`src/hw/rv_pkg.sv`:
```
package rv_pkg;

    localparam int XLEN       = 32;
    localparam int REG_ADDR_W = 5;
    localparam int MEM_WORDS  = 1024;   // 4 KiB unified memory
    localparam int MEM_ADDR_W = 10;

    localparam logic [XLEN-1:0] UART_TX_ADDR = 32'h0002_0020;   // sb here strobes the serial port

    typedef logic [XLEN-1:0]       word_t;
    typedef logic [REG_ADDR_W-1:0] reg_idx_t;
    typedef logic [MEM_ADDR_W-1:0] mem_idx_t;
    typedef logic [7:0]            uart_byte_t;

    // major opcodes
    localparam logic [6:0] OPC_OP     = 7'b0110011;
    localparam logic [6:0] OPC_OP_IMM = 7'b0010011;
    localparam logic [6:0] OPC_LOAD   = 7'b0000011;
    localparam logic [6:0] OPC_STORE  = 7'b0100011;
    localparam logic [6:0] OPC_BRANCH = 7'b1100011;
    localparam logic [6:0] OPC_JAL    = 7'b1101111;
    localparam logic [6:0] OPC_JALR   = 7'b1100111;
    localparam logic [6:0] OPC_LUI    = 7'b0110111;
    localparam logic [6:0] OPC_AUIPC  = 7'b0010111;

    typedef enum logic [3:0] {
        ALU_ADD,
        ALU_SUB,
        ALU_AND,
        ALU_OR,
        ALU_XOR,
        ALU_SLL,
        ALU_SRL,
        ALU_SRA,
        ALU_SLT,
        ALU_SLTU,
        ALU_PASS_B              // lui
    } alu_op_e;

    typedef enum logic [2:0] {
        BR_NONE,
        BR_EQ,
        BR_NE,
        BR_LT,
        BR_GE,
        BR_LTU,
        BR_GEU
    } branch_cond_e;

    typedef enum logic [1:0] {
        JMP_SEQ,                // pc + 4
        JMP_BRANCH,             // pc + imm when taken
        JMP_JAL,
        JMP_JALR
    } jump_kind_e;

    typedef struct packed {
        reg_idx_t     rs1;
        reg_idx_t     rs2;
        reg_idx_t     rd;
        alu_op_e      alu_op;
        logic         a_sel_pc;        // operand a is pc
        logic         b_sel_imm;       // operand b is the immediate
        word_t        imm;
        branch_cond_e branch_cond;
        jump_kind_e   jump_kind;
        logic         reg_we;
        logic         mem_read;
        logic         mem_write_word;
        logic         mem_write_byte;
        logic         link;            // write back pc + 4
    } ctrl_t;

    typedef struct packed {
        mem_idx_t   idx;
        logic [3:0] be;
        word_t      wdata;
        logic       we;
    } mem_req_t;

    typedef struct packed {
        logic     en;
        mem_idx_t idx;
        word_t    data;
    } prog_load_t;

endpackage

```
`src/hw/rv_fetch.sv`:
```
`timescale 1ns/1ps

module rv_fetch (
    input  logic          clk,
    input  logic          reset,
    input  rv_pkg::ctrl_t i_ctrl,
    input  logic          i_branch_taken,
    input  rv_pkg::word_t i_rs1_data,
    output rv_pkg::word_t o_pc,
    output rv_pkg::word_t o_pc_plus4
);
    import rv_pkg::*;

    word_t pc_q;
    word_t pc_next;
    word_t rel_target;
    word_t jalr_target;

    assign o_pc        = pc_q;
    assign o_pc_plus4  = pc_q + 32'd4;
    assign rel_target  = pc_q + i_ctrl.imm;                     // branches and jal
    assign jalr_target = (i_rs1_data + i_ctrl.imm) & ~32'd1;    // bit 0 dropped

    always_comb begin
        case (i_ctrl.jump_kind)
            JMP_BRANCH: pc_next = i_branch_taken ? rel_target : o_pc_plus4;
            JMP_JAL:    pc_next = rel_target;
            JMP_JALR:   pc_next = jalr_target;
            default:    pc_next = o_pc_plus4;
        endcase
    end

    always_ff @(posedge clk) begin
        if (reset) begin
            pc_q <= '0;
        end else begin
            pc_q <= pc_next;
        end
    end

endmodule

```
`config.mk`:
```
export PLATFORM = sky130hd
export DESIGN_NAME = rv_fetch
export DESIGN_NICKNAME = d
export VERILOG_FILES = /design/src/hw/rv_pkg.sv /design/src/hw/rv_fetch.sv
export SDC_FILE = /design/constraint.sdc
export NUM_CORES = 1
export LEC_CHECK = 0
export ABC_AREA = 0
export BUFFER_PORTS_ARGS = -buffer_cell sky130_fd_sc_hd__buf_4
export CAP_MARGIN = 20
export CORE_UTILIZATION = 40
export DETAILED_ROUTE_END_ITERATION = 10
export PLACE_DENSITY = 0.65
export SYNTH_ARGS = -nofsm -noshare
export SYNTH_HDL_FRONTEND = slang
export SYNTH_SLANG_ARGS = --single-unit
```
`constraint.sdc`:
```
create_clock -name clk -period 4.3 [get_ports clk]
set_input_delay 0.215 -clock clk [delete_from_list [all_inputs] [get_ports clk]]
set_output_delay 0.215 -clock clk [all_outputs]
set_load 0.01 [all_outputs]
```
==> results of run 1 <==
path summary, 6_finish.rpt:
path	end	slack, ns	cells past startpoint
max	o_pc[30]	0.95	12
min	o_pc[23]	0.31	3
max reg2reg	o_pc[30]	0.95	12
min reg2reg	o_pc[0]	0.50	2
cells in the final DEF, fill, tap and decap left out, types with 6 or more instances in the layout:
cell,n
and2_1,9
nand2b_1,6
a21oi_1,73
a31oi_1,9
nor3_1,9
nor2_1,43
ha_1,62
and3_1,20
o21bai_1,9
xor2_1,27
a22oi_1,17
nand3_1,20
nand4_1,8
buf_4,135
inv_1,23
dfxtp_1,32
o211ai_1,6
a21o_1,35
a221oi_1,6
xnor2_1,45
nand2_1,72
o21ai_0,22
critical path: cells and delay by family, from the launching register on:
family / cells / cell delay (ns)
fa+ha+maj: 2 / 0.61
compound gates: 7 / 1.69
flops: 1 / 0.38
simple gates: 2 / 0.51
buf+inv: 1 / 0.06
logic make-up (layout without fill, tap and decap cells):
family,Yosys count,count (layout),synth area share
fa+ha+maj,64,64,0.1589
compound gates,234,234,0.3220
xor+xnor,72,72,0.1228
simple gates,231,231,0.2318
buf+inv,44,166,0.03388
mux,3,3,0.005850
flops,32,32,0.1248
routing by layer:
layer  track usage  routed length [um]  share of wire
met4       0.05541                 186          0.011
met3       0.02741                1104          0.066
met5             0                   0              0
met1        0.3349                7569           0.45
met2        0.4277                7834           0.47
cell type report:
cell class / instances / area share
Tap cell: 172 / 0.03350
Clock buffer: 8 / 0.02279
Inverter: 23 / 0.01344
Multi-Input combinational cell: 604 / 0.6728
Sequential cell: 32 / 0.09973
Timing Repair Buffer: 135 / 0.1578
power breakdown:
part,internal (mW),switching (mW)
Combinational,0.559,0.659
Clock,0.231,0.135
Sequential,0.347,0.0797
Total,1.14,0.874
metrics by stage:
stage	utilization	worst slack, ns	total power [mW]
after detailed placement	0.4995	0.9832	1.631
after global routing	0.5111	0.7059	2.150
after global placement	0.4995	1.063	1.612
after CTS	0.5111	0.9621	2.006
after floorplan	-	1.470	1.228
final	0.5111	0.9511	2.011
==> results.cfg, run 1 <==
[die]
die_width_um = 115.3
initial_core_util = 0.4085
die_h_um = 115.3
core.rowCount = 41
io_pins = 162
die-area_sq_um = 13290
core_area_sq_um = 12570

[place]
place_hpwl_mm = 13.43
numPortBuffers = 132
gp_congestion = 0.9447
place_area_sq_um = 6277
numPlacedInstances = 966

[global_routing]
antenna_found_initial = 0
grt_overflow = 0
gr-usage-all-layers = 0.2493
grt_max_degree = 40
grt_pass1_vias = 5297
grt_pass1_wl_mm = 26.05

[layout]
antennaDiodeCount = 0
largest_reg_flops = 32
seqCellArea_sq_um = 640.6
final_cells = 974
drive_gt1_frac = 0.2182
num-nets-final = 963
fillCellCount = 1233
final_area_sq_um = 6424
area_growth_pct = 25.13
multi_input_area_sq_um = 4322

[worst_hold_path]
hp-start = i_ctrl[5]
hold_path_class = primary input to flip-flop

[synthesis]
mappedNetlistNets = 842
syn_area_per_cell_sq_um = 7.550
syn_inst = 680
yosysTopAreaCellShare = 0.1511
yosys_most_used_dff = dfxtp_1
ys_seq_area_frac = 0.1248
netlist_area_sq_um = 5134
synth.largest_area_cell = ha_1
netlist_top_cells_count = 73 x a21oi_1, 72 x nand2_1, 62 x ha_1
synth-edff-count = 0
yosys.cell_count.top_type = a21oi_1
synth_seq_cells = 32
yosysWarningCount = 0
ys_async_sr_fraction = 0
synth.area.top_cells = ha_1 15%, dfxtp_1 12%, xnor2_1 7.7%, a21oi_1 7.1%, nand2_1 5.3%
ys_types = 78

[sta]
rsz0062_at_grt = false
fin_worst_skew_ns = 0.005203
fin_setup_tns_ns = 0
finalCritPeriodShare = 0.7788
max_freq_mhz = 298.6
slew_headroom = 0.4191
finalMaxSlewViolations = 0
period_needed_ns = 3.349
hold_viol_final = 0
worst_pin_slew_ns = 0.8682
final-setup-viol-count = 0
hold_ws_ns = 0.3118

[outcome]
status = completed

[pwr]
power_density_nw_per_um2 = 313.1
p_leak_nw = 3.082
irDropWorstVdd_v = 0.0001330

[clock_tree]
clk_latency_ns = 0.29
cts_resized = 0
cts.path.max_buffers = 2
cts_buffers = 5
clk_pin_slew_ns = 0.06
postCtsSetupBuffers = 0
cts_htree_levels = 2
root_buffer = clkbuf_16
tritoncts = done
ctsHoldBuffers = 0
clock_sinks = 32

[routing]
drtPass1Iterations = 5
wl_per_cell_um = 17.14
routed_wl_mm = 16.69
vias = 5633
dr.first_iter.drc_count = 378
viasPerCell = 5.783
antenna_left = 0
drc_errors = 0

[critical_path]
critPathKind = flip-flop to flip-flop
critical-path-max-stage-delay_ns = 0.39
cp_slowest_cell = fa_1
path_max_fanout = 5
worstPathRequired_ns = 4.50
critPathLaunchType = flip-flop
critPathLaunch = o_pc[0]
r2r_start = o_pc[0]
crit_arrival_ns = 3.55
path_cells = ha_1 -> inv_1 -> fa_1 -> nand2b_1 -> a21oi_1 -> o2111ai_2 -> a21oi_2 -> o31a_1 -> a221o_1 -> nor4bb_1 -> o21ai_1 -> a221oi_2
crit_path_end_kind = flip-flop

[job]
maxCapViolCount = 0
Note: power is estimated with default switching activity, not from simulation.
==> run 2, diff against run 1 <==
==> constraint.sdc (replaced) <==
create_clock -name clk -period 3.3 [get_ports clk]
set_input_delay 0.165 -clock clk [delete_from_list [all_inputs] [get_ports clk]]
set_output_delay 0.165 -clock clk [all_outputs]
set_load 0.01 [all_outputs]
==> run 2 against run 1 <==
  * Largest cell class unchanged
  * Sequential share of layout area fell by 0.062 points
  * Non-clock buffer count rose by 5
  * Fmax rose by 8.2%
  * Count of clock-buffer cells in the layout fell by 2
  * First-iteration DRC count rose by 4.0%
  * Combinational power rose by 31%
  * Hold slack got worse by 0.052 ns
  * Final area rose by 0.62%
  * Register-to-register slack got worse by 0.75 ns
  * Final cell count rose by 0.51%
==> results.cfg, run 2 (synthesis gave the netlist of run 1 again) <==
[die]
die_h_um = 115.3
initial_core_util = 0.4085
core.rowCount = 41
die-area_sq_um = 13290
core_area_sq_um = 12570
io_pins = 162
die_width_um = 115.3

[critical_path]
cp_slowest_cell = dfxtp_1
path_cells = ha_1 -> inv_1 -> fa_1 -> nand2b_1 -> a21oi_1 -> o2111ai_2 -> a21oi_2 -> o31a_1 -> a221o_1 -> nor4bb_1 -> o21ai_1 -> a221oi_2
path_buf_inv = 1
cp_top_family = compound AO/OA/AOI/OAI gates
crit_arrival_ns = 3.30
crit_path_end_kind = flip-flop
critPathKind = flip-flop to flip-flop
path_max_fanout = 4
critical-path-max-stage-delay_ns = 0.38
critPathLaunchType = flip-flop
worstPathRequired_ns = 3.50

[global_routing]
use_met3 = 0.02583
busiest_layer = met2
grt_max_degree = 40
grt_pass1_vias = 5380
grt_overflow = 0
gr-usage-all-layers = 0.2500
grt_use_met1 = 0.3397
grt_pass1_wl_mm = 26.34
antenna_found_initial = 0
grt_use_met2 = 0.4100

[sta]
hold_viol_final = 0
final-setup-viol-count = 0
slew_headroom = 0.5336
hold_ws_ns = 0.2602
period_needed_ns = 3.095
worst_pin_slew_ns = 0.6989
rsz0062_at_grt = false
fin_setup_tns_ns = 0
fin_worst_skew_ns = 0.005013
finalCritPeriodShare = 0.9378
finalMaxSlewViolations = 0
max_freq_mhz = 323.1
setup_ws_ns = 0.2054

[layout]
num-nets-final = 968
final_cells = 979
area_growth_pct = 25.91
fillCellCount = 1230
antennaDiodeCount = 0
layout_common_cells = 140 x buf_4, 73 x a21oi_1, 72 x nand2_1
final_util = 0.5143
largest_reg_flops = 32
drive_gt1_frac = 0.2255
final_common_cell = buf_4
final_area_sq_um = 6464

[clock_tree]
root_buffer = clkbuf_16
cts_resized = 0
cts_htree_levels = 2
postCtsSetupBuffers = 0
cts_buffers = 5
clk_pin_slew_ns = 0.06
ctsHoldBuffers = 0
clk_latency_ns = 0.29
tritoncts = done
cts.path.max_buffers = 2
clock_sinks = 32

[routing]
drc_errors = 0
dr.first_iter.drc_count = 393
routed_wl_mm = 16.83
antenna_left = 0
drtPass1Iterations = 5
wl_per_cell_um = 17.20
vias = 5714
viasPerCell = 5.837

[place]
place_hpwl_mm = 13.54
numPortBuffers = 132
post-place-ws_ns = 0.2071
place_area_sq_um = 6315
numPlacedInstances = 971
gp_congestion = 0.9232

[pwr]
p_leak_nw = 3.112
irDropWorstVdd_v = 0.0001923
power_density_nw_per_um2 = 409.1
design_power_total_mw = 2.644

[job]
maxCapViolCount = 0

[outcome]
status = completed

[worst_hold_path]
hold_path_class = primary input to flip-flop
## run 2: cell types whose count changed in the layout (fill, tap and decap cells not counted)
| cell | before | now |
|---|---|---|
| clkbuf_1 | 2 | 0 |
| buf_4 | 135 | 140 |
| clkinv_2 | 0 | 2 |
## run 2: final cells by class
type                            instances  area (sq um)  area share
Sequential cell                        32         640.6     0.09911
Inverter                               23         86.33     0.01336
Tap cell                              172         215.2     0.03329
Timing Repair Buffer                  140          1051      0.1626
Clock inverter                          2         10.01    0.001549
Clock buffer                            6         138.9     0.02149
Multi-Input combinational cell        604          4322      0.6686
## run 2: worst reg2reg max path, stage by stage, from the launching register on
cell and delay, ns:
dfxtp_1 0.38, ha_1 0.21, inv_1 0.06, fa_1 0.38
nand2b_1 0.20, a21oi_1 0.27, o2111ai_2 0.20, a21oi_2 0.24
o31a_1 0.21, a221o_1 0.18, nor4bb_1 0.30, o21ai_1 0.12
a221oi_2 0.24
## run 2: routing by layer
layer / vias to the layer above / part of all wire
li1: 2804 / -
met1: 2650 / 0.46
met2: 225 / 0.45
met3: 35 / 0.060
met4: 0 / 0.027
met5: - / 0
## run 2: final timing paths
| check | depth (start not counted) | startpoint | end | slack [ns] |
|---|---|---|---|---|
| worst max-delay path | 12 | o_pc[0] | o_pc[30] | 0.21 |
| worst min-delay path | 3 | i_ctrl[5] | o_pc[30] | 0.26 |
| worst max register to register | 12 | o_pc[0] | o_pc[30] | 0.21 |
| worst min register to register | 2 | o_pc[0] | o_pc[0] | 0.51 |
## run 2: report_power, final
part	internal [mW]	switching [mW]
logic	0.739	0.864
registers	0.452	0.103
clock network	0.298	0.188
==> run 3, diff against run 2 <==
--- a/config.mk
+++ b/config.mk
@@ -10,7 +10,7 @@
 export CAP_MARGIN = 20
 export CORE_UTILIZATION = 40
 export DETAILED_ROUTE_END_ITERATION = 10
-export PLACE_DENSITY = 0.65
+export PLACE_DENSITY = 0.68
 export SYNTH_ARGS = -nofsm -noshare
 export SYNTH_HDL_FRONTEND = slang
 export SYNTH_SLANG_ARGS = --single-unit
==> constraint.sdc (replaced) <==
create_clock -name clk -period 2.5 [get_ports clk]
set_input_delay 0.125 -clock clk [delete_from_list [all_inputs] [get_ports clk]]
set_output_delay 0.125 -clock clk [all_outputs]
set_load 0.01 [all_outputs]
==> run 3 against run 2 <==
  * The run now ends with negative setup slack left
  * Sequential share of layout area shrank 1.6 points
  * Die area unchanged
  * First-iteration DRC count is 20% higher
  * Utilization up 11 points
  * Register-to-register slack worse by 0.41 ns
  * Power grew 55%
  * Combinational power rose by 72%
  * Via count rose by 9.9%
==> results.cfg, run 3 (synthesis gave the netlist of run 1 again) <==
[outcome]
status = finished with violations
violations = negative setup slack

[layout]
layout_common_cells = 257 x buf_4, 72 x nand2_1, 67 x a21oi_1
largest_reg_flops = 32
final_util = 0.6274
final_common_cell = buf_4
drive_gt1_frac = 0.3946
area_growth_pct = 53.59
antennaDiodeCount = 0
fillCellCount = 1060
num-nets-final = 1091
final_cells = 1102

[clock_tree]
clk_pin_slew_ns = 0.06
ctsHoldBuffers = 0
root_buffer = clkbuf_16
cts_htree_levels = 2
cts.path.max_buffers = 2
tritoncts = done
cts_buffers = 5
clock_sinks = 32
clk_latency_ns = 0.28

[sta]
period_needed_ns = 2.700
hold_viol_final = 0
fin_setup_tns_ns = -0.7078
slew_headroom = 0.6724
setup_ws_ns = -0.1999
finalMaxSlewViolations = 0
finalCritPeriodShare = 1.080
final-setup-viol-count = 7
rsz0062_at_grt = true
max_freq_mhz = 370.4
worst_pin_slew_ns = 0.4897
fin_worst_skew_ns = 0.003828

[place]
gp_congestion = 0.9537
numPortBuffers = 132
place_hpwl_mm = 15.16
numPlacedInstances = 1077
post-place-ws_ns = -0.3144

[critical_path]
endpoint = o_pc[30]
critical-path-max-stage-delay_ns = 0.35
worstPathRequired_ns = 2.70
r2r_start = o_pc[0]
path_cells = ha_4 -> inv_2 -> fa_2 -> nand2b_4 -> a21oi_4 -> o2111ai_2 -> a21oi_2 -> o31a_1 -> a221o_1 -> nor4bb_2 -> o21ai_1 -> a221oi_2
crit_arrival_ns = 2.90
path_max_fanout = 4
crit_path_end_kind = flip-flop
critPathKind = flip-flop to flip-flop
critPathLaunch = o_pc[0]
critPathLaunchType = flip-flop
r2r_end = o_pc[30]
cp_slowest_cell = dfxtp_4
rr_worst_depth = 12
reg2reg_slack_ns = -0.20

[global_routing]
grt_pass1_wl_mm = 30.32
antenna_found_initial = 0
grt_max_degree = 40
grt_pass1_vias = 6272
grt_overflow = 0
gr-usage-all-layers = 0.2883

[worst_hold_path]
holdPathStages = 3
hold_path_class = primary input to flip-flop

[pwr]
p_leak_nw = 3.833
irDropWorstVdd_v = 0.0003046
power_density_nw_per_um2 = 519.5
design_power_total_mw = 4.097

[die]
die_width_um = 115.3
die-area_sq_um = 13290
core_area_sq_um = 12570
io_pins = 162
core.rowCount = 41
die_h_um = 115.3
initial_core_util = 0.4085

[routing]
dr.first_iter.drc_count = 471
wl_per_cell_um = 17.58
drtPass1Iterations = 6
vias = 6279
viasPerCell = 5.698
drc_errors = 0
antenna_left = 0
routed_wl_mm = 19.38

[job]
maxCapViolCount = 0
==> run 3: cell count changes in the layout (fill, tap and decap cells not counted), moves of 4 or more <==
cell | before | now
ha_1 | 62 | 53
nor2_1 | 43 | 39
ha_4 | 0 | 7
buf_4 | 140 | 257
o21ai_0 | 22 | 15
xnor2_1 | 45 | 41
a21oi_2 | 4 | 8
dfxtp_2 | 0 | 8
dfxtp_1 | 32 | 23
buf_6 | 0 | 6
o21ai_2 | 1 | 5
a21oi_1 | 73 | 67
==> run 3: how the worst min path moves through the flow <==
| stage | startpoint | endpoint | slack, ns |
|---|---|---|---|
| floorplan | reset | o_pc[25] | 0.34 |
| global placement | i_ctrl[5] | o_pc[23] | 0.51 |
| detailed placement | i_ctrl[5] | o_pc[30] | 0.51 |
| CTS | i_ctrl[5] | o_pc[30] | 0.22 |
| global route | i_ctrl[5] | o_pc[30] | 0.23 |
| finish | i_ctrl[5] | o_pc[30] | 0.23 |
==> run 3: metal layers <==
layer / vias up / track usage / part of all wire
li1: 3038 / - / -
met1: 2925 / 0.3765 / 0.44
met2: 274 / 0.4964 / 0.48
met3: 42 / 0.02425 / 0.061
met4: 0 / 0.1022 / 0.027
met5: - / 0 / 0
==> run 3: power by group <==
group	switching [mW]	total, mW	leakage [nW]	internal [mW]
sequential	0.0928	0.695	0.268	0.602
combinational	1.41	2.76	3.49	1.36
clock	0.244	0.637	0.0766	0.393
==> run 3: layout make-up <==
class,instances,area [sq um],area share
clock buffer,6,138.9,0.01761
clock inverter,2,10.01,0.001269
inverter,23,86.33,0.01095
multi-input combinational,604,4783,0.6066
sequential,32,654.4,0.08299
tap,172,215.2,0.02729
timing repair buffer,263,1997,0.2533
==> run 3: worst max-delay path, delay by kind of cell (launching register included) <==
family / cells / cell delay (ns)
buffers and inverters: 1 / 0.03
flip-flops: 1 / 0.35
adder cells (fa/ha/maj): 2 / 0.46
AND/OR/NAND/NOR: 2 / 0.42
AO/OA/AOI/OAI: 7 / 1.35
==> run 3: what timing repair did <==
item,in CTS,in global routing
gates resized for setup,39,46
buffers inserted,10,10
cloned,0,0
pin swaps,19,33
endpoints found under the setup margin,21,25
==> run 3: through the flow <==
| step | hold WS, ns | area, sq um |
|---|---|---|
| 2_1_floorplan | 0.3384 | 5202 |
| 3_3_place_gp | 0.5119 | 7179 |
| 3_5_place_dp | 0.5149 | 7179 |
| 4_1_cts | 0.2215 | 7601 |
| 5_1_grt | 0.2332 | 7885 |
| 6_report | 0.2258 | 7885 |
